`config.mk`:
```
export PLATFORM = sky130hd
export DESIGN_NAME = cbm2_loader_top
export DESIGN_NICKNAME = d
export VERILOG_FILES = /design/src/cbm2_sys_pkg.sv /design/src/cbm2_load_pkg.sv /design/src/mem_wr_if.sv /design/src/cbm2_sys_config.sv /design/src/prg_loader.sv /design/src/ram_eraser.sv /design/src/mem_write_arbiter.sv /design/src/sid_filter_loader.sv /design/src/cbm2_loader_top.sv
export SDC_FILE = /design/constraint.sdc
export NUM_CORES = 1
export LEC_CHECK = 0
export BUFFER_PORTS_ARGS = -buffer_cell sky130_fd_sc_hd__buf_2
export CAP_MARGIN = 20
export CORE_ASPECT_RATIO = 1.5
export CORE_MARGIN = 2
export CORE_UTILIZATION = 49
export CTS_CLUSTER_DIAMETER = 40
export DETAILED_ROUTE_END_ITERATION = 8
export GPL_ROUTABILITY_DRIVEN = 0
export GPL_TIMING_DRIVEN = 0
export HOLD_SLACK_MARGIN = 0.08
export PLACE_DENSITY = 0.76
export SLEW_MARGIN = 25
export SYNTH_ARGS = -nofsm -noshare
export SYNTH_HDL_FRONTEND = slang
export SYNTH_SLANG_ARGS = --single-unit
```
`constraint.sdc`:
```
create_clock -name clk_sys -period 2.55 [get_ports clk_sys]
set_clock_uncertainty 0.05 [all_clocks]
set_input_delay 0 -clock clk_sys [delete_from_list [all_inputs] [get_ports clk_sys]]
set_output_delay 0 -clock clk_sys [all_outputs]
set_load 0.005 [all_outputs]
```
`src/cbm2_sys_pkg.sv`:
```
// ====================
// Machine description for the CBM-II loader path.
// Holds the system selection, the model and RAM-size codes and the
// main-RAM address width. Import where the machine is decoded.
// ====================

package cbm2_sys_pkg;

	// Menu selection of the system
	typedef enum logic [2:0] {
		P500,
		B610,
		B620,
		B710,
		B720,
		CUSTOM
	} sys_sel_e;

	// 0 is the P500 line, 1 the B series
	typedef enum logic {
		PROFESSIONAL,
		BUSINESS
	} model_e;

	typedef enum logic [1:0] {
		RAM_128K,
		RAM_256K,
		RAM_896K
	} ram_size_e;

	// Byte address into main RAM
	localparam int MEM_ADDR_W = 25;

endpackage

```
`src/cbm2_load_pkg.sv`:
```
// ====================
// Download description for the CBM-II loader path.
// Download kinds, byte width, BASIC pointer locations and the
// SID filter table limits.
// ====================

package cbm2_load_pkg;

	typedef enum logic [1:0] {
		OTHER,
		PRG,
		FLT
	} dl_kind_e;

	localparam int DL_INDEX_W = 6;
	localparam int DATA_W     = 8;

	// Filter table of 3072 words at two download bytes per word
	localparam int FLT_WORDS  = 3072;
	localparam int FLT_ADDR_W = 12;

	// Zero page of bank 15 holds the BASIC pointers
	localparam int INJ_BASE = 'hF0000;

	localparam logic [7:0] TXTTAB_LO = 8'h2D;
	localparam logic [7:0] TXTTAB_HI = 8'h2E;
	localparam logic [7:0] TXTEND_LO = 8'h2F;
	localparam logic [7:0] TXTEND_HI = 8'h30;

	// Map a download index onto its kind
	function automatic dl_kind_e dl_kind(input logic [DL_INDEX_W-1:0] index);
		case (index)
			6'd14: return PRG;
			6'd15: return FLT;
			default: return OTHER;
		endcase
	endfunction

endpackage

```
`src/mem_wr_if.sv`:
```
// ====================
// One byte write into main RAM under valid/ready.
// The source holds valid, addr and data until ready is seen.
// ====================

`timescale 1ns/1ns

interface mem_wr_if #(
	parameter int ADDR_W = cbm2_sys_pkg::MEM_ADDR_W
) ();

	import cbm2_load_pkg::*;

	logic              valid;
	logic              ready;
	logic [ADDR_W-1:0] addr;
	logic [DATA_W-1:0] data;

	modport src (
		output valid,
		output addr,
		output data,
		input  ready
	);

	modport sink (
		input  valid,
		input  addr,
		input  data,
		output ready
	);

endinterface

```
`src/cbm2_sys_config.sv`:
```
// ====================
// Decodes the system selection into machine model and RAM size.
// Both results are registered, one cycle behind the inputs.
// ====================

`timescale 1ns/1ns

module cbm2_sys_config (
	input  logic                     clk_sys,
	input  logic                     RESET,
	input  cbm2_sys_pkg::sys_sel_e   sys_sel_i,
	input  logic [1:0]               custom_model_i,
	input  cbm2_sys_pkg::ram_size_e  custom_ram_i,
	output cbm2_sys_pkg::model_e     model_o,
	output cbm2_sys_pkg::ram_size_e  ram_size_o
);

	import cbm2_sys_pkg::*;

	model_e    model_d;
	ram_size_e ram_size_d;

	always_comb begin
		model_d    = (sys_sel_i == P500) ? PROFESSIONAL : BUSINESS;
		ram_size_d = RAM_128K;
		case (sys_sel_i)
			B620, B720: ram_size_d = RAM_256K;
			CUSTOM: begin
				// Either custom model bit selects a business machine
				model_d    = (|custom_model_i) ? BUSINESS : PROFESSIONAL;
				ram_size_d = custom_ram_i;
			end
			default: ram_size_d = RAM_128K;
		endcase
	end

	always_ff @(posedge clk_sys) begin
		if (RESET) begin
			model_o    <= PROFESSIONAL;
			ram_size_o <= RAM_128K;
		end else begin
			model_o    <= model_d;
			ram_size_o <= ram_size_d;
		end
	end

endmodule

```
`src/prg_loader.sv`:
```
// ====================
// PRG download into main RAM.
// Takes the load address from the first two bytes, writes the rest
// one byte per handshake, then sets the BASIC text pointers.
// ====================

`timescale 1ns/1ns

module prg_loader #(
	parameter int ADDR_W = cbm2_sys_pkg::MEM_ADDR_W
) (
	input  logic                                   clk_sys,
	input  logic                                   RESET,
	input  logic                                   dl_active_i,
	input  logic                                   dl_valid_i,
	input  logic [cbm2_load_pkg::DL_INDEX_W-1:0]   dl_index_i,
	input  logic [cbm2_sys_pkg::MEM_ADDR_W-1:0]    dl_addr_i,
	input  logic [cbm2_load_pkg::DATA_W-1:0]       dl_data_i,
	input  cbm2_sys_pkg::model_e                   model_i,
	input  logic                                   erase_busy_i,
	output logic                                   dl_ready_o,
	mem_wr_if.src                                  wr
);

	import cbm2_sys_pkg::*;
	import cbm2_load_pkg::*;

	typedef enum logic [1:0] {
		LOAD_IDLE,
		LOAD_WRITE,
		INJ_WRITE,
		INJ_NEXT
	} load_state_e;

	load_state_e       state_q;
	load_state_e       state_d;
	logic              rdy_q;
	logic              active_q;
	logic              prg_seen_q;
	logic              inj_pend_q;
	logic              inj_pend_d;
	logic [1:0]        inj_sel_q;
	logic [ADDR_W-1:0] load_addr_q;
	logic [DATA_W-1:0] data_q;
	logic [DATA_W-1:0] inj_byte;
	logic [7:0]        inj_off;
	logic [15:0]       start_ptr_q;
	logic [15:0]       end_ptr_q;
	logic              accept;
	logic              is_prg;
	logic              data_byte;
	logic              hs;
	logic              dl_fall;

	assign accept    = dl_valid_i & dl_ready_o;
	assign is_prg    = (dl_kind(dl_index_i) == PRG);
	assign data_byte = accept & is_prg & (dl_addr_i > 1);
	assign hs        = wr.valid & wr.ready;
	assign dl_fall   = active_q & ~dl_active_i;

	// Held off while a write is pending or RAM is being erased
	assign dl_ready_o = rdy_q & ~erase_busy_i;

	// ====================
	// FSM
	// ====================
	always_comb begin
		state_d    = state_q;
		inj_pend_d = inj_pend_q | (dl_fall & prg_seen_q);
		case (state_q)
			LOAD_IDLE: begin
				if (data_byte) begin
					state_d = LOAD_WRITE;
				end else if (inj_pend_q) begin
					state_d    = INJ_WRITE;
					inj_pend_d = 1'b0;
				end
			end
			LOAD_WRITE: if (hs) state_d = LOAD_IDLE;
			INJ_WRITE:  if (hs) state_d = INJ_NEXT;
			INJ_NEXT:   state_d = (inj_sel_q == 2'd3) ? LOAD_IDLE : INJ_WRITE;
			default:    state_d = LOAD_IDLE;
		endcase
	end

	always_ff @(posedge clk_sys) begin
		if (RESET) begin
			state_q    <= LOAD_IDLE;
			rdy_q      <= 1'b0;
			active_q   <= 1'b0;
			prg_seen_q <= 1'b0;
			inj_pend_q <= 1'b0;
			inj_sel_q  <= 2'd0;
		end else begin
			state_q    <= state_d;
			rdy_q      <= (state_d == LOAD_IDLE) && !inj_pend_d;
			active_q   <= dl_active_i;
			inj_pend_q <= inj_pend_d;
			if (accept && is_prg)
				prg_seen_q <= 1'b1;
			else if (dl_fall)
				prg_seen_q <= 1'b0;
			// Wraps back to the first pointer byte after the last one
			if (state_q == INJ_NEXT)
				inj_sel_q <= inj_sel_q + 2'd1;
		end
	end

	// Load address, data byte and BASIC pointers
	always_ff @(posedge clk_sys) begin
		if (accept && is_prg) begin
			if (dl_addr_i == 0) begin
				load_addr_q[7:0]          <= dl_data_i;
				load_addr_q[ADDR_W-1:16]  <= (ADDR_W-16)'(model_i == BUSINESS);
				start_ptr_q[7:0]          <= dl_data_i;
				end_ptr_q[7:0]            <= dl_data_i;
			end else if (dl_addr_i == 1) begin
				load_addr_q[15:8] <= dl_data_i;
				start_ptr_q[15:8] <= dl_data_i;
				end_ptr_q[15:8]   <= dl_data_i;
			end else begin
				data_q    <= dl_data_i;
				end_ptr_q <= end_ptr_q + 16'd1;
			end
		end
		if (state_q == LOAD_WRITE && hs)
			load_addr_q <= load_addr_q + 1'b1;
	end

	// Pointer byte order TXTTAB then TXTEND
	always_comb begin
		case (inj_sel_q)
			2'd0: begin
				inj_off  = TXTTAB_LO;
				inj_byte = start_ptr_q[7:0];
			end
			2'd1: begin
				inj_off  = TXTTAB_HI;
				inj_byte = start_ptr_q[15:8];
			end
			2'd2: begin
				inj_off  = TXTEND_LO;
				inj_byte = end_ptr_q[7:0];
			end
			default: begin
				inj_off  = TXTEND_HI;
				inj_byte = end_ptr_q[15:8];
			end
		endcase
	end

	assign wr.valid = (state_q == LOAD_WRITE) || (state_q == INJ_WRITE);
	assign wr.addr  = (state_q == INJ_WRITE) ? ADDR_W'(INJ_BASE) + ADDR_W'(inj_off)
	                                         : load_addr_q;
	assign wr.data  = (state_q == INJ_WRITE) ? inj_byte : data_q;

endmodule

```
`src/ram_eraser.sv`:
```
// ====================
// Fills main RAM with the power-on pattern.
// A start pulse latches the range for the current machine, then
// one write is issued per handshake up to the end address.
// ====================

`timescale 1ns/1ns

module ram_eraser #(
	parameter int ADDR_W = cbm2_sys_pkg::MEM_ADDR_W
) (
	input  logic                     clk_sys,
	input  logic                     RESET,
	input  logic                     erase_start_i,
	input  cbm2_sys_pkg::model_e     model_i,
	input  cbm2_sys_pkg::ram_size_e  ram_size_i,
	output logic                     erase_busy_o,
	mem_wr_if.src                    wr
);

	import cbm2_sys_pkg::*;
	import cbm2_load_pkg::*;

	typedef enum logic {
		ERASE_IDLE,
		ERASE_RUN
	} erase_state_e;

	erase_state_e      state_q;
	logic [ADDR_W-1:0] addr_q;
	logic [ADDR_W-1:0] end_addr_q;
	logic [ADDR_W-1:0] start_d;
	logic [ADDR_W-1:0] end_d;
	logic              hs;

	// Business machines keep bank 0 out of user RAM
	always_comb begin
		start_d = (model_i == BUSINESS) ? ADDR_W'(20'h10000) : '0;
		case (ram_size_i)
			RAM_128K: end_d = (model_i == BUSINESS) ? ADDR_W'(20'h2FFFF) : ADDR_W'(20'h1FFFF);
			RAM_256K: end_d = (model_i == BUSINESS) ? ADDR_W'(20'h4FFFF) : ADDR_W'(20'h3FFFF);
			default:  end_d = ADDR_W'(20'hEFFFF);
		endcase
	end

	assign hs = wr.valid & wr.ready;

	always_ff @(posedge clk_sys) begin
		if (RESET) begin
			state_q <= ERASE_IDLE;
		end else begin
			case (state_q)
				ERASE_IDLE: if (erase_start_i) state_q <= ERASE_RUN;
				ERASE_RUN:  if (hs && addr_q == end_addr_q) state_q <= ERASE_IDLE;
				default:    state_q <= ERASE_IDLE;
			endcase
		end
	end

	always_ff @(posedge clk_sys) begin
		if (state_q == ERASE_IDLE && erase_start_i) begin
			addr_q     <= start_d;
			end_addr_q <= end_d;
		end else if (hs) begin
			addr_q <= addr_q + 1'b1;
		end
	end

	assign erase_busy_o = (state_q == ERASE_RUN);
	assign wr.valid     = (state_q == ERASE_RUN);
	assign wr.addr      = addr_q;
	// Striped pattern as left by the real DRAM at power-on
	assign wr.data      = {DATA_W{addr_q[14] ^ addr_q[3] ^ addr_q[2]}};

endmodule

```
`src/mem_write_arbiter.sv`:
```
// ====================
// Merges the eraser and loader writes onto the external port.
// Eraser wins when both ask; a stalled write keeps its grant.
// ====================

`timescale 1ns/1ns

module mem_write_arbiter #(
	parameter int ADDR_W = cbm2_sys_pkg::MEM_ADDR_W
) (
	input  logic                              clk_sys,
	input  logic                              RESET,
	mem_wr_if.sink                            erase_wr,
	mem_wr_if.sink                            load_wr,
	output logic                              mem_valid_o,
	input  logic                              mem_ready_i,
	output logic [ADDR_W-1:0]                 mem_addr_o,
	output logic [cbm2_load_pkg::DATA_W-1:0]  mem_data_o
);

	logic locked_q;
	logic owner_erase_q;
	logic sel_erase;

	// Locked grant follows the stalled source, else eraser priority
	assign sel_erase = locked_q ? owner_erase_q : erase_wr.valid;

	assign mem_valid_o = sel_erase ? erase_wr.valid : load_wr.valid;
	assign mem_addr_o  = sel_erase ? erase_wr.addr  : load_wr.addr;
	assign mem_data_o  = sel_erase ? erase_wr.data  : load_wr.data;

	assign erase_wr.ready = sel_erase & mem_ready_i;
	assign load_wr.ready  = ~sel_erase & mem_ready_i;

	always_ff @(posedge clk_sys) begin
		if (RESET) begin
			locked_q      <= 1'b0;
			owner_erase_q <= 1'b0;
		end else if (mem_valid_o && !mem_ready_i) begin
			locked_q      <= 1'b1;
			owner_erase_q <= sel_erase;
		end else begin
			locked_q <= 1'b0;
		end
	end

endmodule

```
`src/sid_filter_loader.sv`:
```
// ====================
// Builds SID filter table words from the FLT download.
// Even byte is the low half, odd byte completes the word.
// ====================

`timescale 1ns/1ns

module sid_filter_loader (
	input  logic                                  clk_sys,
	input  logic                                  RESET,
	input  logic                                  dl_valid_i,
	input  logic [cbm2_load_pkg::DL_INDEX_W-1:0]  dl_index_i,
	input  logic [cbm2_sys_pkg::MEM_ADDR_W-1:0]   dl_addr_i,
	input  logic [cbm2_load_pkg::DATA_W-1:0]      dl_data_i,
	output logic                                  flt_wr_o,
	output logic [cbm2_load_pkg::FLT_ADDR_W-1:0]  flt_addr_o,
	output logic [15:0]                           flt_data_o
);

	import cbm2_load_pkg::*;

	logic take;

	// Bytes past the end of the table are dropped
	assign take = dl_valid_i && (dl_kind(dl_index_i) == FLT) && (dl_addr_i < 2 * FLT_WORDS);

	always_ff @(posedge clk_sys) begin
		if (RESET)
			flt_wr_o <= 1'b0;
		else
			flt_wr_o <= take & dl_addr_i[0];
	end

	always_ff @(posedge clk_sys) begin
		if (take) begin
			if (dl_addr_i[0]) begin
				flt_data_o[15:8] <= dl_data_i;
				flt_addr_o       <= dl_addr_i[FLT_ADDR_W:1];
			end else begin
				flt_data_o[7:0] <= dl_data_i;
			end
		end
	end

endmodule

```
`src/cbm2_loader_top.sv`:
```
// ====================
// Download and RAM-init path of the CBM-II core.
// Connects config decode, eraser, PRG and filter loaders and
// the write arbiter. All main-RAM writes leave on mem_*.
// ====================

`timescale 1ns/1ns

module cbm2_loader_top #(
	parameter int ADDR_W = cbm2_sys_pkg::MEM_ADDR_W
) (
	input  logic                                  clk_sys,
	input  logic                                  RESET,

	// Download stream
	input  logic                                  dl_active_i,
	input  logic                                  dl_valid_i,
	input  logic [cbm2_load_pkg::DL_INDEX_W-1:0]  dl_index_i,
	input  logic [cbm2_sys_pkg::MEM_ADDR_W-1:0]   dl_addr_i,
	input  logic [cbm2_load_pkg::DATA_W-1:0]      dl_data_i,
	output logic                                  dl_ready_o,

	// Main RAM write port
	output logic                                  mem_valid_o,
	input  logic                                  mem_ready_i,
	output logic [ADDR_W-1:0]                     mem_addr_o,
	output logic [cbm2_load_pkg::DATA_W-1:0]      mem_data_o,

	// SID filter table
	output logic                                  flt_wr_o,
	output logic [cbm2_load_pkg::FLT_ADDR_W-1:0]  flt_addr_o,
	output logic [15:0]                           flt_data_o,

	// Machine configuration
	input  cbm2_sys_pkg::sys_sel_e                sys_sel_i,
	input  logic [1:0]                            custom_model_i,
	input  cbm2_sys_pkg::ram_size_e               custom_ram_i,
	output cbm2_sys_pkg::model_e                  model_o,
	output cbm2_sys_pkg::ram_size_e               ram_size_o,

	input  logic                                  erase_start_i,
	output logic                                  erase_busy_o
);

	logic dl_accept;

	mem_wr_if #(.ADDR_W(ADDR_W)) erase_wr ();
	mem_wr_if #(.ADDR_W(ADDR_W)) load_wr ();

	// Filter bytes count only when the stream handshake completes
	assign dl_accept = dl_valid_i & dl_ready_o;

	cbm2_sys_config cbm2_sys_config_inst (
		.clk_sys        (clk_sys),
		.RESET          (RESET),
		.sys_sel_i      (sys_sel_i),
		.custom_model_i (custom_model_i),
		.custom_ram_i   (custom_ram_i),
		.model_o        (model_o),
		.ram_size_o     (ram_size_o)
	);

	ram_eraser #(.ADDR_W(ADDR_W)) ram_eraser_inst (
		.clk_sys       (clk_sys),
		.RESET         (RESET),
		.erase_start_i (erase_start_i),
		.model_i       (model_o),
		.ram_size_i    (ram_size_o),
		.erase_busy_o  (erase_busy_o),
		.wr            (erase_wr.src)
	);

	prg_loader #(.ADDR_W(ADDR_W)) prg_loader_inst (
		.clk_sys      (clk_sys),
		.RESET        (RESET),
		.dl_active_i  (dl_active_i),
		.dl_valid_i   (dl_valid_i),
		.dl_index_i   (dl_index_i),
		.dl_addr_i    (dl_addr_i),
		.dl_data_i    (dl_data_i),
		.model_i      (model_o),
		.erase_busy_i (erase_busy_o),
		.dl_ready_o   (dl_ready_o),
		.wr           (load_wr.src)
	);

	mem_write_arbiter #(.ADDR_W(ADDR_W)) mem_write_arbiter_inst (
		.clk_sys     (clk_sys),
		.RESET       (RESET),
		.erase_wr    (erase_wr.sink),
		.load_wr     (load_wr.sink),
		.mem_valid_o (mem_valid_o),
		.mem_ready_i (mem_ready_i),
		.mem_addr_o  (mem_addr_o),
		.mem_data_o  (mem_data_o)
	);

	sid_filter_loader sid_filter_loader_inst (
		.clk_sys    (clk_sys),
		.RESET      (RESET),
		.dl_valid_i (dl_accept),
		.dl_index_i (dl_index_i),
		.dl_addr_i  (dl_addr_i),
		.dl_data_i  (dl_data_i),
		.flt_wr_o   (flt_wr_o),
		.flt_addr_o (flt_addr_o),
		.flt_data_o (flt_data_o)
	);

endmodule

```
# Yosys cells after proc, flatten, opt, wreduce, memory -nomap -nowiden
# Cells that the tools add are included.
[word_totals]
register_bits = 158
inputBits = 52
out_inout_bits = 68
wordCells = 145
[classes]
addsub = 5
magnitude_cmp = 2
eq_ne = 18
muxes = 43
bitwise = 20
reduce_logical = 33
[ops]
columns = ["op", "n"]
rows = [
  ["$mux W25", 6],
  ["$mux W8", 8],
  ["$add A25 B1 Y25 const B", 2],
  ["$pmux W20 S2", 1],
  ["$eq A25 B1 Y1 const B", 1],
  ["$eq A25 B25 Y1", 1],
  ["$gt A25 B1 Y1 const B", 1],
  ["$logic_not A25 Y1", 1],
  ["$lt A25 B13 Y1 const B", 1],
  ["$pmux W8 S3", 1],
  ["$add A20 B6 Y21 const A", 1],
  ["$mux W19", 1],
  ["$mux W18", 1],
  ["$mux W17", 1],
  ["$add A16 B1 Y16 const B", 1],
  ["$pmux W5 S3", 1],
  ["$mux W1", 13],
  ["$eq A6 B4 Y1 const B", 2],
  ["$reduce_and A2 Y1", 6],
  ["$and A1 B1 Y1", 11],
  ["$eq A2 B2 Y1 const B", 5],
  ["$mux W2", 5],
  ["$reduce_bool A2 Y1", 5],
  ["$mux W9", 1],
  ["19 further kinds", 44],
]

# Depth between registers and ports, before layout
# Gate-level depths: netlist of the first run.
[depth]
depth_word = 9
depth_mapped = 8
mapped_depth_nobuf = 7

# Modules after synthesis
# From an unflattened synthesis of the first run, not the netlist that was laid out.
[hier_totals]
hier_cells = 654
area_unflattened_um2 = 7623.6
[by_module_without_submodules]
columns = ["mod", "n_inst", "cells_per_inst", "area_each_um2", "seq_area_each_um2"]
rows = [
  ["prg_loader", 1, 385, 4181.5, 2112.0],
  ["ram_eraser", 1, 163, 1704.1, 890.9],
  ["sid_filter_loader", 1, 42, 954.7, 860.8],
  ["mem_write_arbiter", 1, 50, 649.4, 40.0],
  ["cbm2_sys_config", 1, 13, 127.6, 60.1],
  ["cbm2_loader_top", 1, 1, 6.3, 0.0],
]

# Least setup slack after synthesis of the first run
# No wires, ideal clock.
[synth_path]
path_type = "input port to flip-flop"
from = "input dl_addr_i[21] in the netlist's numbering"
to = "register prg_loader_inst.load_addr_q[0] (enable)"
setup_time_ps = 415
arrival_ps = 2328
path_slack_ps = -243
cell_stages = 5
path_buffers = 0
path_cell_list = "nor4_1 > nand3_1 > nor3_1 > inv_1 > o21ai_0"
[synth_via]
elab_chain_len = 3
[synth_rtl]
columns = ["element", "line_no", "rtl"]
rows = [
  ["start: declaration", "cbm2_loader_top.sv:19", "input logic [cbm2_sys_pkg::MEM_ADDR_W-1:0] dl_addr_i,"],
  ["$logic_not A25 Y1", "prg_loader.sv:112", "if (dl_addr_i == 0) begin"],
  ["$reduce_bool A2 Y1 (no line)", "n/a", ""],
  ["$reduce_and A2 Y1 (no line)", "n/a", ""],
  ["end signal: assignment", "prg_loader.sv:113", "load_addr_q[7:0] <= dl_data_i;"],
  ["end signal: indexed assignment", "prg_loader.sv:114", "load_addr_q[ADDR_W-1:16] <= (ADDR_W-16)'(model_i == BUSINESS);"],
  ["end signal: assignment", "prg_loader.sv:127", "load_addr_q <= load_addr_q + 1'b1;"],
  ["end: declaration", "prg_loader.sv:43", "logic [ADDR_W-1:0] load_addr_q;"],
]
# Every way passes these cells.
# A chain may end at the register's enable or synchronous reset.

# Worst setup path in the final report of the first run
[layout_path]
from = "register prg_loader_inst.state_q[0]"
to = "output mem_data_o[5] in the netlist's numbering"
[layout_via]
elab_chain_len = 3
[layout_rtl]
columns = ["element", "line_no", "rtl"]
rows = [
  ["start: declaration", "prg_loader.sv:35", "load_state_e state_q;"],
  ["start signal: assignment", "prg_loader.sv:95", "state_q <= state_d;"],
  ["$eq A2 B2 Y1", "prg_loader.sv:155", "assign wr.data = (state_q == INJ_WRITE) ? inj_byte : data_q;"],
  ["$mux W8", "prg_loader.sv:155", ""],
  ["$mux W8", "mem_write_arbiter.sv:30", "assign mem_data_o = sel_erase ? erase_wr.data : load_wr.data;"],
  ["end: declaration", "cbm2_loader_top.sv:27", "output logic [cbm2_load_pkg::DATA_W-1:0] mem_data_o,"],
]
# Every way passes these cells.

==> key figures, run 1 <==
Run status
  • Status: finished clean

Final layout
  • Fill count: 1081
  • Share of layout cells above drive strength 1: 0.214
  • Commonest non-fill, non-tap cell in the layout: buf_2
  • Layout Nets: 897
  • # diodes: 0
  • Most frequent cells in the layout: buf_2 (125), edfxtp_1 (122), nand2_1 (88), nor2_1 (73), o21ai_0 (52)
  • P&R area growth vs syn: 26.7%

GRT
  • Grt ovf: 0
  • Number of global-route vias before repair: 5644
  • GRT Total Usage: 0.251
  • Pin count of the biggest net entering global routing: 26
  • Antenna violations before repair: 0
  • Global-route wire length before repair: 28.9 mm

Drt
  • Vias post-DR: 5770
  • DRC violations left: 0
  • Routed Antenna Nets: 0
  • 1st-pass router iterations: 5
  • 1st-iter DRT viols: 312
  • Via density: 5.71
  • WL/cell: 18.3 µm
  • Final WL: 18.5 mm

Floorplan
  • Row cnt: 53
  • Die X: 101 µm
  • I/O pin count: 120
  • Initial core utilization: 0.497
  • Core area: 13900 µm²
  • Die Height: 149 µm
  • Die Footprint: 15100 µm²

Yosys
  • Asr flop ratio synth: 0
  • Seq/Total Area, Yosys: 0.573
  • Number of flops mapped to enable cells by yosys: 122
  • Warnings, synthesis: 0
  • Synth Flop Type: edfxtp_1
  • Synthesized area: 6920 µm²
  • Yosys cell types: 46
  • Syn Area/Cell: 10.5 µm²
  • Synth Instances: 660
  • Syn_nets: 724
  • Yosys reg bits: 137

Clocking
  • Clk root buf: clkbuf_16
  • CTS max path bufs: 2
  • Post-CTS setup buffer count: 0
  • Skew-Pair Late Insertion Delay: 0.42 ns
  • CTS Buf Count: 17
  • H-tree Lvls: 4
  • Clock sink total: 137
  • CTS tree: done
  • Clock slew at reported path FFs: 0.07 ns

Timing
  • Fin crit period: 2.44 ns
  • Final Max Slew Viols: 0
  • Hold Fails Final Rpt: 0
  • Final setup viols: 0
  • Setup TNS: 0 ns
  • RSZ-0062 raised after global routing: no
  • Crit share post-route: 0.957
  • Worst slew pin tran: 0.939 ns
  • Max-slew headroom: 0.369
  • Fmax: 410 MHz

Critical path
  • Critical path endpoint category: output port
  • Critical path fanouts, max: 10
  • WS Path Type: reg2out
  • Worst setup SP type: register
  • Data arrival, critical path: 2.39 ns
  • Req. time, crit path: 2.50 ns
  • Reg-to-reg setup timing slack: 0.14 ns

Min path
  • Worst hold path type: in2reg

Power and ir drop
  • Power Dens Cells: 747 nW/µm²
  • Sw Pwr: 0.00207 W
  • Net Sw Frac: 0.316
  • Peak supply drop: 0.000403 V
  • Clk pwr share: 0.378
  • LEAKAGE: 3.21 nW
  • Int Pwr: 0.00448 W
  • Part of the power in registers: 0.411
  • Combinational Power Share: 0.210
  • Power Total: 0.00654 W

Place
  • Final HPWL DP: 13.3 mm
  • Port bufs: 119

Run
  • Maxcap violations: 0
layout make-up:
cell class                      count  area [µm²]  area share
Buffer                             29         123      0.0140
Clock buffer                       17         425      0.0486
Clock inverter                     15         201      0.0230
Inverter                           22        82.6     0.00943
Multi-Input combinational cell    471        2800       0.320
Sequential cell                   137        3960       0.452
Tap cell                          165         206      0.0236
Timing Repair Buffer              155         957       0.109
power by group through the flow:
stage                     combinational (W)  sequential [W]  clock, W
after floorplan                    0.000789         0.00270         0
after global placement              0.00126         0.00273         0
after detailed placement            0.00129         0.00274         0
after CTS                           0.00135         0.00269   0.00250
after global routing                0.00152         0.00271   0.00258
final                               0.00138         0.00269   0.00248
final timing paths:
kind,startpoint,to,depth (start not counted)
max,prg_loader_inst.state_q[0],mem_data_o[5],9
min,dl_index_i[0],sid_filter_loader_inst.flt_data_o[2],3
max reg2reg,ram_eraser_inst.erase_busy_o,prg_loader_inst.start_ptr_q[9],3
min reg2reg,prg_loader_inst.prg_seen_q,prg_loader_inst.prg_seen_q,2
per-layer routing:
metal  track usage  routed length, µm
met1         0.291               6970
met2         0.442               9820
met3        0.0518               1050
met4         0.116                683
met5             0                  0
logic make-up (layout without fill, tap and decap cells):
| logic type | count (synthesis) | in the layout | synth area share |
|---|---|---|---|
| and+or+nand+nor | 276 | 276 | 0.193 |
| DFF | 137 | 137 | 0.573 |
| AOI/OAI and AO/OA | 118 | 118 | 0.0997 |
| xor gates and xnor gates | 61 | 61 | 0.0773 |
| buffers and inverters | 52 | 238 | 0.0295 |
| adders and majority gates | 12 | 12 | 0.0217 |
| muxes | 4 | 4 | 0.00615 |
synth_stat cells (all sizes together) (14+ instances only):
cell | number | area (µm²)
nand3 | 33 | 165
nor3 | 14 | 70.1
clkbuf | 24 | 91.3
inv | 22 | 82.6
nand2 | 89 | 334
xnor2 | 35 | 307
o21ai | 57 | 285
nor2 | 74 | 278
edfxtp | 122 | 3660
nor4 | 14 | 121
xor2 | 26 | 228
dfxtp | 15 | 300
a21oi | 25 | 125
registers in the layout, indices dropped and copies added (netlist names), 2 cells and up:
signal / flops
ram_eraser_inst.wr.addr: 25
prg_loader_inst.start_ptr_q: 16
prg_loader_inst.end_ptr_q: 16
cbm2_sys_config_inst.ram_size_o: 2
prg_loader_inst.load_addr_q: 25
prg_loader_inst.inj_sel_q: 2
prg_loader_inst.data_q: 8
sid_filter_loader_inst.flt_data_o: 16
sid_filter_loader_inst.flt_addr_o: 12
prg_loader_inst.state_q: 2
ram_eraser_inst.end_addr_q: 4
metrics by stage:
step	setup slack (ns)	instance area (µm²)	utilization	instances	hold slack, ns
after floorplan	0.195	6920	-	660	0.0216
after global routing	0.00395	8760	0.629	1011	0.162
after CTS	0.0457	8730	0.627	1012	0.130
after global placement	-0.822	7720	0.555	944	0.143
final	0.111	8760	0.629	1011	0.155
after detailed placement	-0.299	7750	0.556	945	0.145
worst max-delay path: stages, from the launching register on:
cell and delay (ns):
dfxtp_1 0.44, inv_1 0.12, ha_1 0.30, inv_2 0.15, nor2_1 0.08, clkbuf_2 0.20, nand3_1 0.17, o221ai_1 0.12
o21ai_0 0.23, buf_2 0.16
what timing repair did:
| action | 4_1_cts | 5_1_grt |
|---|---|---|
| endpoints found under the hold margin | 95 | 0 |
| resized for setup | 4 | 13 |
| gates cloned | 0 | 0 |
| endpoints found under the setup margin | 14 | 61 |
| hold buffers | 35 | 0 |
No activity file was read; power rests on OpenSTA's default activity.
==> run 2, diff against run 1 <==
--- a/config.mk
+++ b/config.mk
@@ -15,7 +15,7 @@
 export GPL_ROUTABILITY_DRIVEN = 0
 export GPL_TIMING_DRIVEN = 0
 export HOLD_SLACK_MARGIN = 0.08
-export PLACE_DENSITY = 0.76
+export PLACE_DENSITY = 0.73
 export SLEW_MARGIN = 25
 export SYNTH_ARGS = -nofsm -noshare
 export SYNTH_HDL_FRONTEND = slang
==> constraint.sdc (replaced) <==
create_clock -name clk_sys -period 2.56 [get_ports clk_sys]
set_clock_uncertainty 0.05 [all_clocks]
set_input_delay 0 -clock clk_sys [delete_from_list [all_inputs] [get_ports clk_sys]]
set_output_delay 0 -clock clk_sys [all_outputs]
set_load 0.005 [all_outputs]
==> run 2 against run 1 <==
Total power is 1.8% higher. First-iteration DRC count is 22% higher. Count of clock-buffer cells in the layout stayed put. Critical path depth is 4 lower. Final cell count hardly changed. Core utilization is 0.099 points lower.
==> key figures, run 2 (synthesis gave the netlist of run 1 again) <==
Run status
  • Status: finished clean

Timing
  • Hold Fails Final Rpt: 0
  • Final Max Slew Viols: 0
  • Crit share post-route: 0.962
  • Max-slew headroom: 0.350
  • Fin crit period: 2.46 ns
  • Worst slew pin tran: 0.967 ns
  • Final setup viols: 0
  • Final worst slack: 0.0960 ns
  • RSZ-0062 raised after global routing: yes
  • Fmax: 406 MHz

Place
  • Final HPWL DP: 13.3 mm
  • Setup WS pre-CTS: -0.268 ns
  • Post-DP Area: 7750 µm²
  • Port bufs: 119

GRT
  • Global-route wire length before repair: 29.5 mm
  • GR met2 Demand/Resource: 0.458
  • Antenna violations before repair: 0
  • Number of global-route vias before repair: 5875
  • Grt ovf: 0
  • Pin count of the biggest net entering global routing: 26
  • Met3 Usage GRT: 0.0476
  • GRT Total Usage: 0.255
  • Grt peak-use layer: met2
  • Met1 Use GR: 0.298

Floorplan
  • I/O pin count: 120
  • Die Height: 149 µm
  • Core area: 13900 µm²
  • Die Footprint: 15100 µm²
  • Row cnt: 53
  • Initial core utilization: 0.497
  • Die X: 101 µm

Clocking
  • Clk root buf: clkbuf_16
  • H-tree Lvls: 4
  • Skew-Pair Late Insertion Delay: 0.43 ns
  • CTS max path bufs: 2
  • Clock slew at reported path FFs: 0.07 ns
  • CTS Buf Count: 17
  • Clock sink total: 137
  • CTS tree: done

Critical path
  • Critical path endpoint category: output port
  • WS Path Type: reg2out
  • Critical path fanouts, max: 10
  • Req. time, crit path: 2.51 ns
  • Data arrival, critical path: 2.41 ns
  • Worst setup SP type: register

Final layout
  • Finished Cell Area: 8750 µm²
  • Multi-input gate area: 2790 µm²
  • Commonest non-fill, non-tap cell in the layout: buf_2
  • Fill count: 1101
  • Layout Nets: 898
  • # diodes: 0
  • P&R area growth vs syn: 26.5%
  • Share of layout cells above drive strength 1: 0.208
  • Most frequent cells in the layout: buf_2 (125), edfxtp_1 (122), nand2_1 (88), nor2_1 (74), o21ai_0 (54)
  • Fin util: 0.628
  • Sequential standard cell area: 3960 µm²

Power and ir drop
  • Power Dens Cells: 762 nW/µm²
  • LEAKAGE: 3.21 nW
  • Int Pwr: 0.00463 W
  • Part of the power in registers: 0.402
  • Combinational Power Share: 0.208
  • Clk pwr share: 0.390
  • Sw Pwr: 0.00203 W
  • Peak supply drop: 0.000560 V
  • Net Sw Frac: 0.305

Drt
  • Final WL: 18.5 mm
  • WL/cell: 18.2 µm
  • Routed Antenna Nets: 0
  • DRC violations left: 0
  • Via density: 5.76
  • 1st-iter DRT viols: 382
  • 1st-pass router iterations: 5
  • Vias post-DR: 5834

Run
  • Maxcap violations: 0

Min path
  • Worst hold path type: in2reg
run 2: power groups by stage:
stage	logic (W)	registers, W	clock network, W
2_1_floorplan	0.000786	0.00269	0
3_3_place_gp	0.00125	0.00272	0
3_5_place_dp	0.00130	0.00272	0
4_1_cts	0.00136	0.00268	0.00261
5_1_grt	0.00151	0.00269	0.00272
6_report	0.00139	0.00268	0.00260
run 2: final timing paths:
check | start | to | slack (ns) | cells past startpoint
setup / recovery | ram_eraser_inst.erase_busy_o | mem_data_o[7] | 0.1 | 5
hold / removal | dl_index_i[0] | sid_filter_loader_inst.flt_data_o[0] | 0.13 | 3
setup reg to reg | ram_eraser_inst.erase_busy_o | prg_loader_inst.end_ptr_q[15] | 0.13 | 3
hold reg to reg | prg_loader_inst.prg_seen_q | prg_loader_inst.prg_seen_q | 0.44 | 2
run 2: per-layer routing:
metal	up-vias	wire, µm
met5	-	0
met4	0	477
met3	46	1010
met2	228	9910
met1	2807	7060
li1	2753	-
run 2: per-stage QoR:
stage          cells  setup TNS (ns)  power [W]  hold WS, ns
2_1_floorplan    660               0    0.00348       0.0216
3_3_place_gp     944          -14.13    0.00397        0.143
3_5_place_dp     945           -5.43    0.00402        0.144
4_1_cts         1012               0    0.00665       0.0997
5_1_grt         1012          -0.144    0.00693        0.152
6_report        1012               0    0.00666        0.126
run 2: layout make-up:
cell class	count	area share
plain buffers	30	0.0143
clock buffers	17	0.0486
clock inverters	15	0.0226
inverters	22	0.00944
multi-input cells	471	0.319
flip-flops and latches	137	0.453
well taps	165	0.0236
repair buffers	155	0.109
run 2: worst max-delay path, cell delays in order (launching register included):
cell and delay (ns):
dfxtp_1 0.50, mux2_2 0.31, clkbuf_1 0.42, nand2_1 0.34, o21ai_0 0.24, buf_2 0.17
run 2: repair_timing:
item	in CTS	in global routing
pin swaps	0	0
endpoints found under the setup margin	9	45
buffers inserted	0	0
hold buffers	35	0
resized for setup	2	9
endpoints found under the hold margin	98	0
==> run 3, diff against run 2 <==
--- a/config.mk
+++ b/config.mk
@@ -7,8 +7,8 @@
 export LEC_CHECK = 0
 export BUFFER_PORTS_ARGS = -buffer_cell sky130_fd_sc_hd__buf_2
 export CAP_MARGIN = 20
-export CORE_ASPECT_RATIO = 1.5
-export CORE_MARGIN = 2
+export CORE_ASPECT_RATIO = 0.7
+export CORE_MARGIN = 5
 export CORE_UTILIZATION = 49
 export CTS_CLUSTER_DIAMETER = 40
 export DETAILED_ROUTE_END_ITERATION = 8
==> run 3 against run 2 <==
Sequential power hardly changed. Via count is 1.5% higher. First-iteration DRC count is 69% higher. Combinational power hardly changed. Routed wire length is 2.7% higher. Die area is 10% higher. Non-clock buffer count is 3 higher. Critical path type unchanged. Largest power group unchanged.
==> key figures, run 3 (synthesis gave the netlist of run 1 again) <==
Drt
  • Final WL: 19.0 mm
  • 1st-iter DRT viols: 646
  • Top layer in use: met4
  • Via density: 5.69
  • 1st-pass router iterations: 5
  • Met3 WL post-DR: 1.78 mm
  • DRC violations left: 0
  • Routed Antenna Nets: 0
  • WL/cell: 18.2 µm
  • M1 wire length: 8.32 mm
  • Vias post-DR: 5919
  • Routed wl met2: 8.64 mm

Clocking
  • Clock sink total: 137
  • Clk root buf: clkbuf_16
  • H-tree Lvls: 4
  • Clock slew at reported path FFs: 0.06 ns
  • CTS tree: done
  • CTS Buf Count: 17
  • CTS max path bufs: 2
  • Skew-Pair Late Insertion Delay: 0.42 ns

Critical path
  • Data arrival, critical path: 2.36 ns
  • Critical path fanouts, max: 10
  • Reg-to-reg setup timing slack: 0.20 ns
  • Worst setup SP type: register
  • Reg2reg start: prg_loader_inst.state_q[0]
  • Top Family by Delay on Critical Path: buffers and inverters
  • WS Path Type: reg2out
  • Slowest stage delay, CP: 0.50 ns
  • WP buf/inv: 3
  • Req. time, crit path: 2.51 ns
  • Critical path endpoint category: output port
  • Crit-path cells: inv_1 -> ha_2 -> clkbuf_1 -> mux2i_1 -> o21ai_0 -> buf_2
  • Reg2reg end: prg_loader_inst.load_addr_q[20]
  • Register-to-Register Path Depth: 8
  • CP max stage cell: clkbuf_1

Floorplan
  • Die Height: 109 µm
  • Die Footprint: 16600 µm²
  • Initial core utilization: 0.498
  • I/O pin count: 120
  • Die X: 152 µm
  • Core area: 13900 µm²
  • Row cnt: 36

GRT
  • Grt ovf: 0
  • Pin count of the biggest net entering global routing: 26
  • Number of global-route vias before repair: 5749
  • GRT Total Usage: 0.227
  • Antenna violations before repair: 0
  • Global-route wire length before repair: 29.6 mm

Timing
  • Fin crit period: 2.41 ns
  • Final Max Slew Viols: 0
  • Worst slew pin tran: 1.02 ns
  • RSZ-0062 raised after global routing: no
  • Max-slew headroom: 0.313
  • Final worst slack: 0.152 ns
  • Fmax: 415 MHz
  • Crit share post-route: 0.941
  • Setup TNS: 0 ns
  • Hold Fails Final Rpt: 0
  • Final setup viols: 0

Place
  • Port bufs: 119
  • Setup WS pre-CTS: -0.279 ns
  • Inst Count DP: 970
  • Final HPWL DP: 13.4 mm

Power and ir drop
  • Power Dens Cells: 724 nW/µm²
  • Clk pwr share: 0.357
  • Combinational Power Share: 0.220
  • Net Sw Frac: 0.306
  • Power Total: 0.00633 W
  • Part of the power in registers: 0.424
  • Int Pwr: 0.00439 W
  • LEAKAGE: 3.19 nW
  • Peak supply drop: 0.000553 V
  • Sw Pwr: 0.00194 W

Run
  • Maxcap violations: 0

Final layout
  • Share of layout cells above drive strength 1: 0.209
  • P&R area growth vs syn: 26.4%
  • Most frequent cells in the layout: buf_2 (125), edfxtp_1 (122), nand2_1 (88), nor2_1 (74), o21ai_0 (55)
  • Commonest non-fill, non-tap cell in the layout: buf_2
  • Fin util: 0.630
  • Fill count: 1129
  • Layout Nets: 902
  • Non-Filler Instances: 1040
  • # diodes: 0

Min path
  • Hold Crit Depth: 2
  • Hold path startpoint: dl_addr_i[4]
  • Worst hold path type: in2reg
  • WHS Endpoint: sid_filter_loader_inst.flt_addr_o[3]

Run status
  • Status: finished clean
run 3: changes by cell type in the layout (fill, tap and decap cells not counted), moves of 2 or more:
cell | before | now
clkbuf_2 | 4 | 6
dlygate4sd3_1 | 35 | 37
inv_8 | 8 | 1
clkinvlp_4 | 0 | 3
inv_6 | 3 | 8
bufinv_16 | 2 | 0
run 3: metrics by stage:
step	hold slack [ns]	instance area [µm²]
after detailed placement	0.144	7780
after CTS	0.106	8680
after global routing	0.237	8740
after global placement	0.141	7750
after floorplan	0.0216	6920
final	0.254	8740
run 3: worst max path at each step:
stage	slack (ns)	to	from	cells past startpoint
floorplan	0.20	prg_loader_inst.load_addr_q[0]	prg_loader_inst.state_q[0]	7
global placement	-0.68	prg_loader_inst.load_addr_q[7]	dl_addr_i[24]	6
detailed placement	-0.28	prg_loader_inst.load_addr_q[23]	dl_addr_i[21]	7
CTS	0.06	mem_addr_o[3]	prg_loader_inst.state_q[0]	7
global route	0.04	mem_data_o[0]	prg_loader_inst.state_q[0]	9
finish	0.15	mem_addr_o[1]	prg_loader_inst.state_q[0]	6
run 3: area by class of cell:
| type | count | area [µm²] | share of cell area |
|---|---|---|---|
| plain buffers | 30 | 128 | 0.0146 |
| multi-input cells | 472 | 2810 | 0.321 |
| inverters | 22 | 82.6 | 0.00945 |
| flip-flops and latches | 137 | 3960 | 0.453 |
| clock inverters | 13 | 109 | 0.0125 |
| repair buffers | 158 | 985 | 0.113 |
| clock buffers | 18 | 429 | 0.0491 |
| well taps | 190 | 238 | 0.0272 |
run 3: power groups by stage:
stage          Sequential (W)  Clock, W  Combinational [W]
3_3_place_gp          0.00272         0            0.00126
3_5_place_dp          0.00272         0            0.00131
2_1_floorplan         0.00269         0           0.000786
4_1_cts               0.00268   0.00228            0.00136
5_1_grt               0.00269   0.00238            0.00154
6_report              0.00268   0.00226            0.00139
run 3: per-layer routing:
layer,up-vias,GRT usage
met5,-,0
met4,0,0.0635
met3,26,0.0614
met2,283,0.359
met1,2859,0.311
li1,2751,-
run 3: what timing repair did:
item                                   in CTS  in global routing
setup endpoints to repair                  20                 60
gates resized for setup                     4                  8
endpoints found under the hold margin      97                  1
hold buffers                               35                  2
pin swaps                                   0                  2
buffers inserted                            0                  1
gates cloned                                0                  1
run 3: worst register-to-register path: stages, from the launching register on:
cell and delay, ns:
dfxtp_1 0.41, inv_1 0.11, ha_1 0.34, nand2_1 0.08, nor2_1 0.19, nand2_2 0.19, clkbuf_2 0.27, o21ai_4 0.22
buf_6 0.21
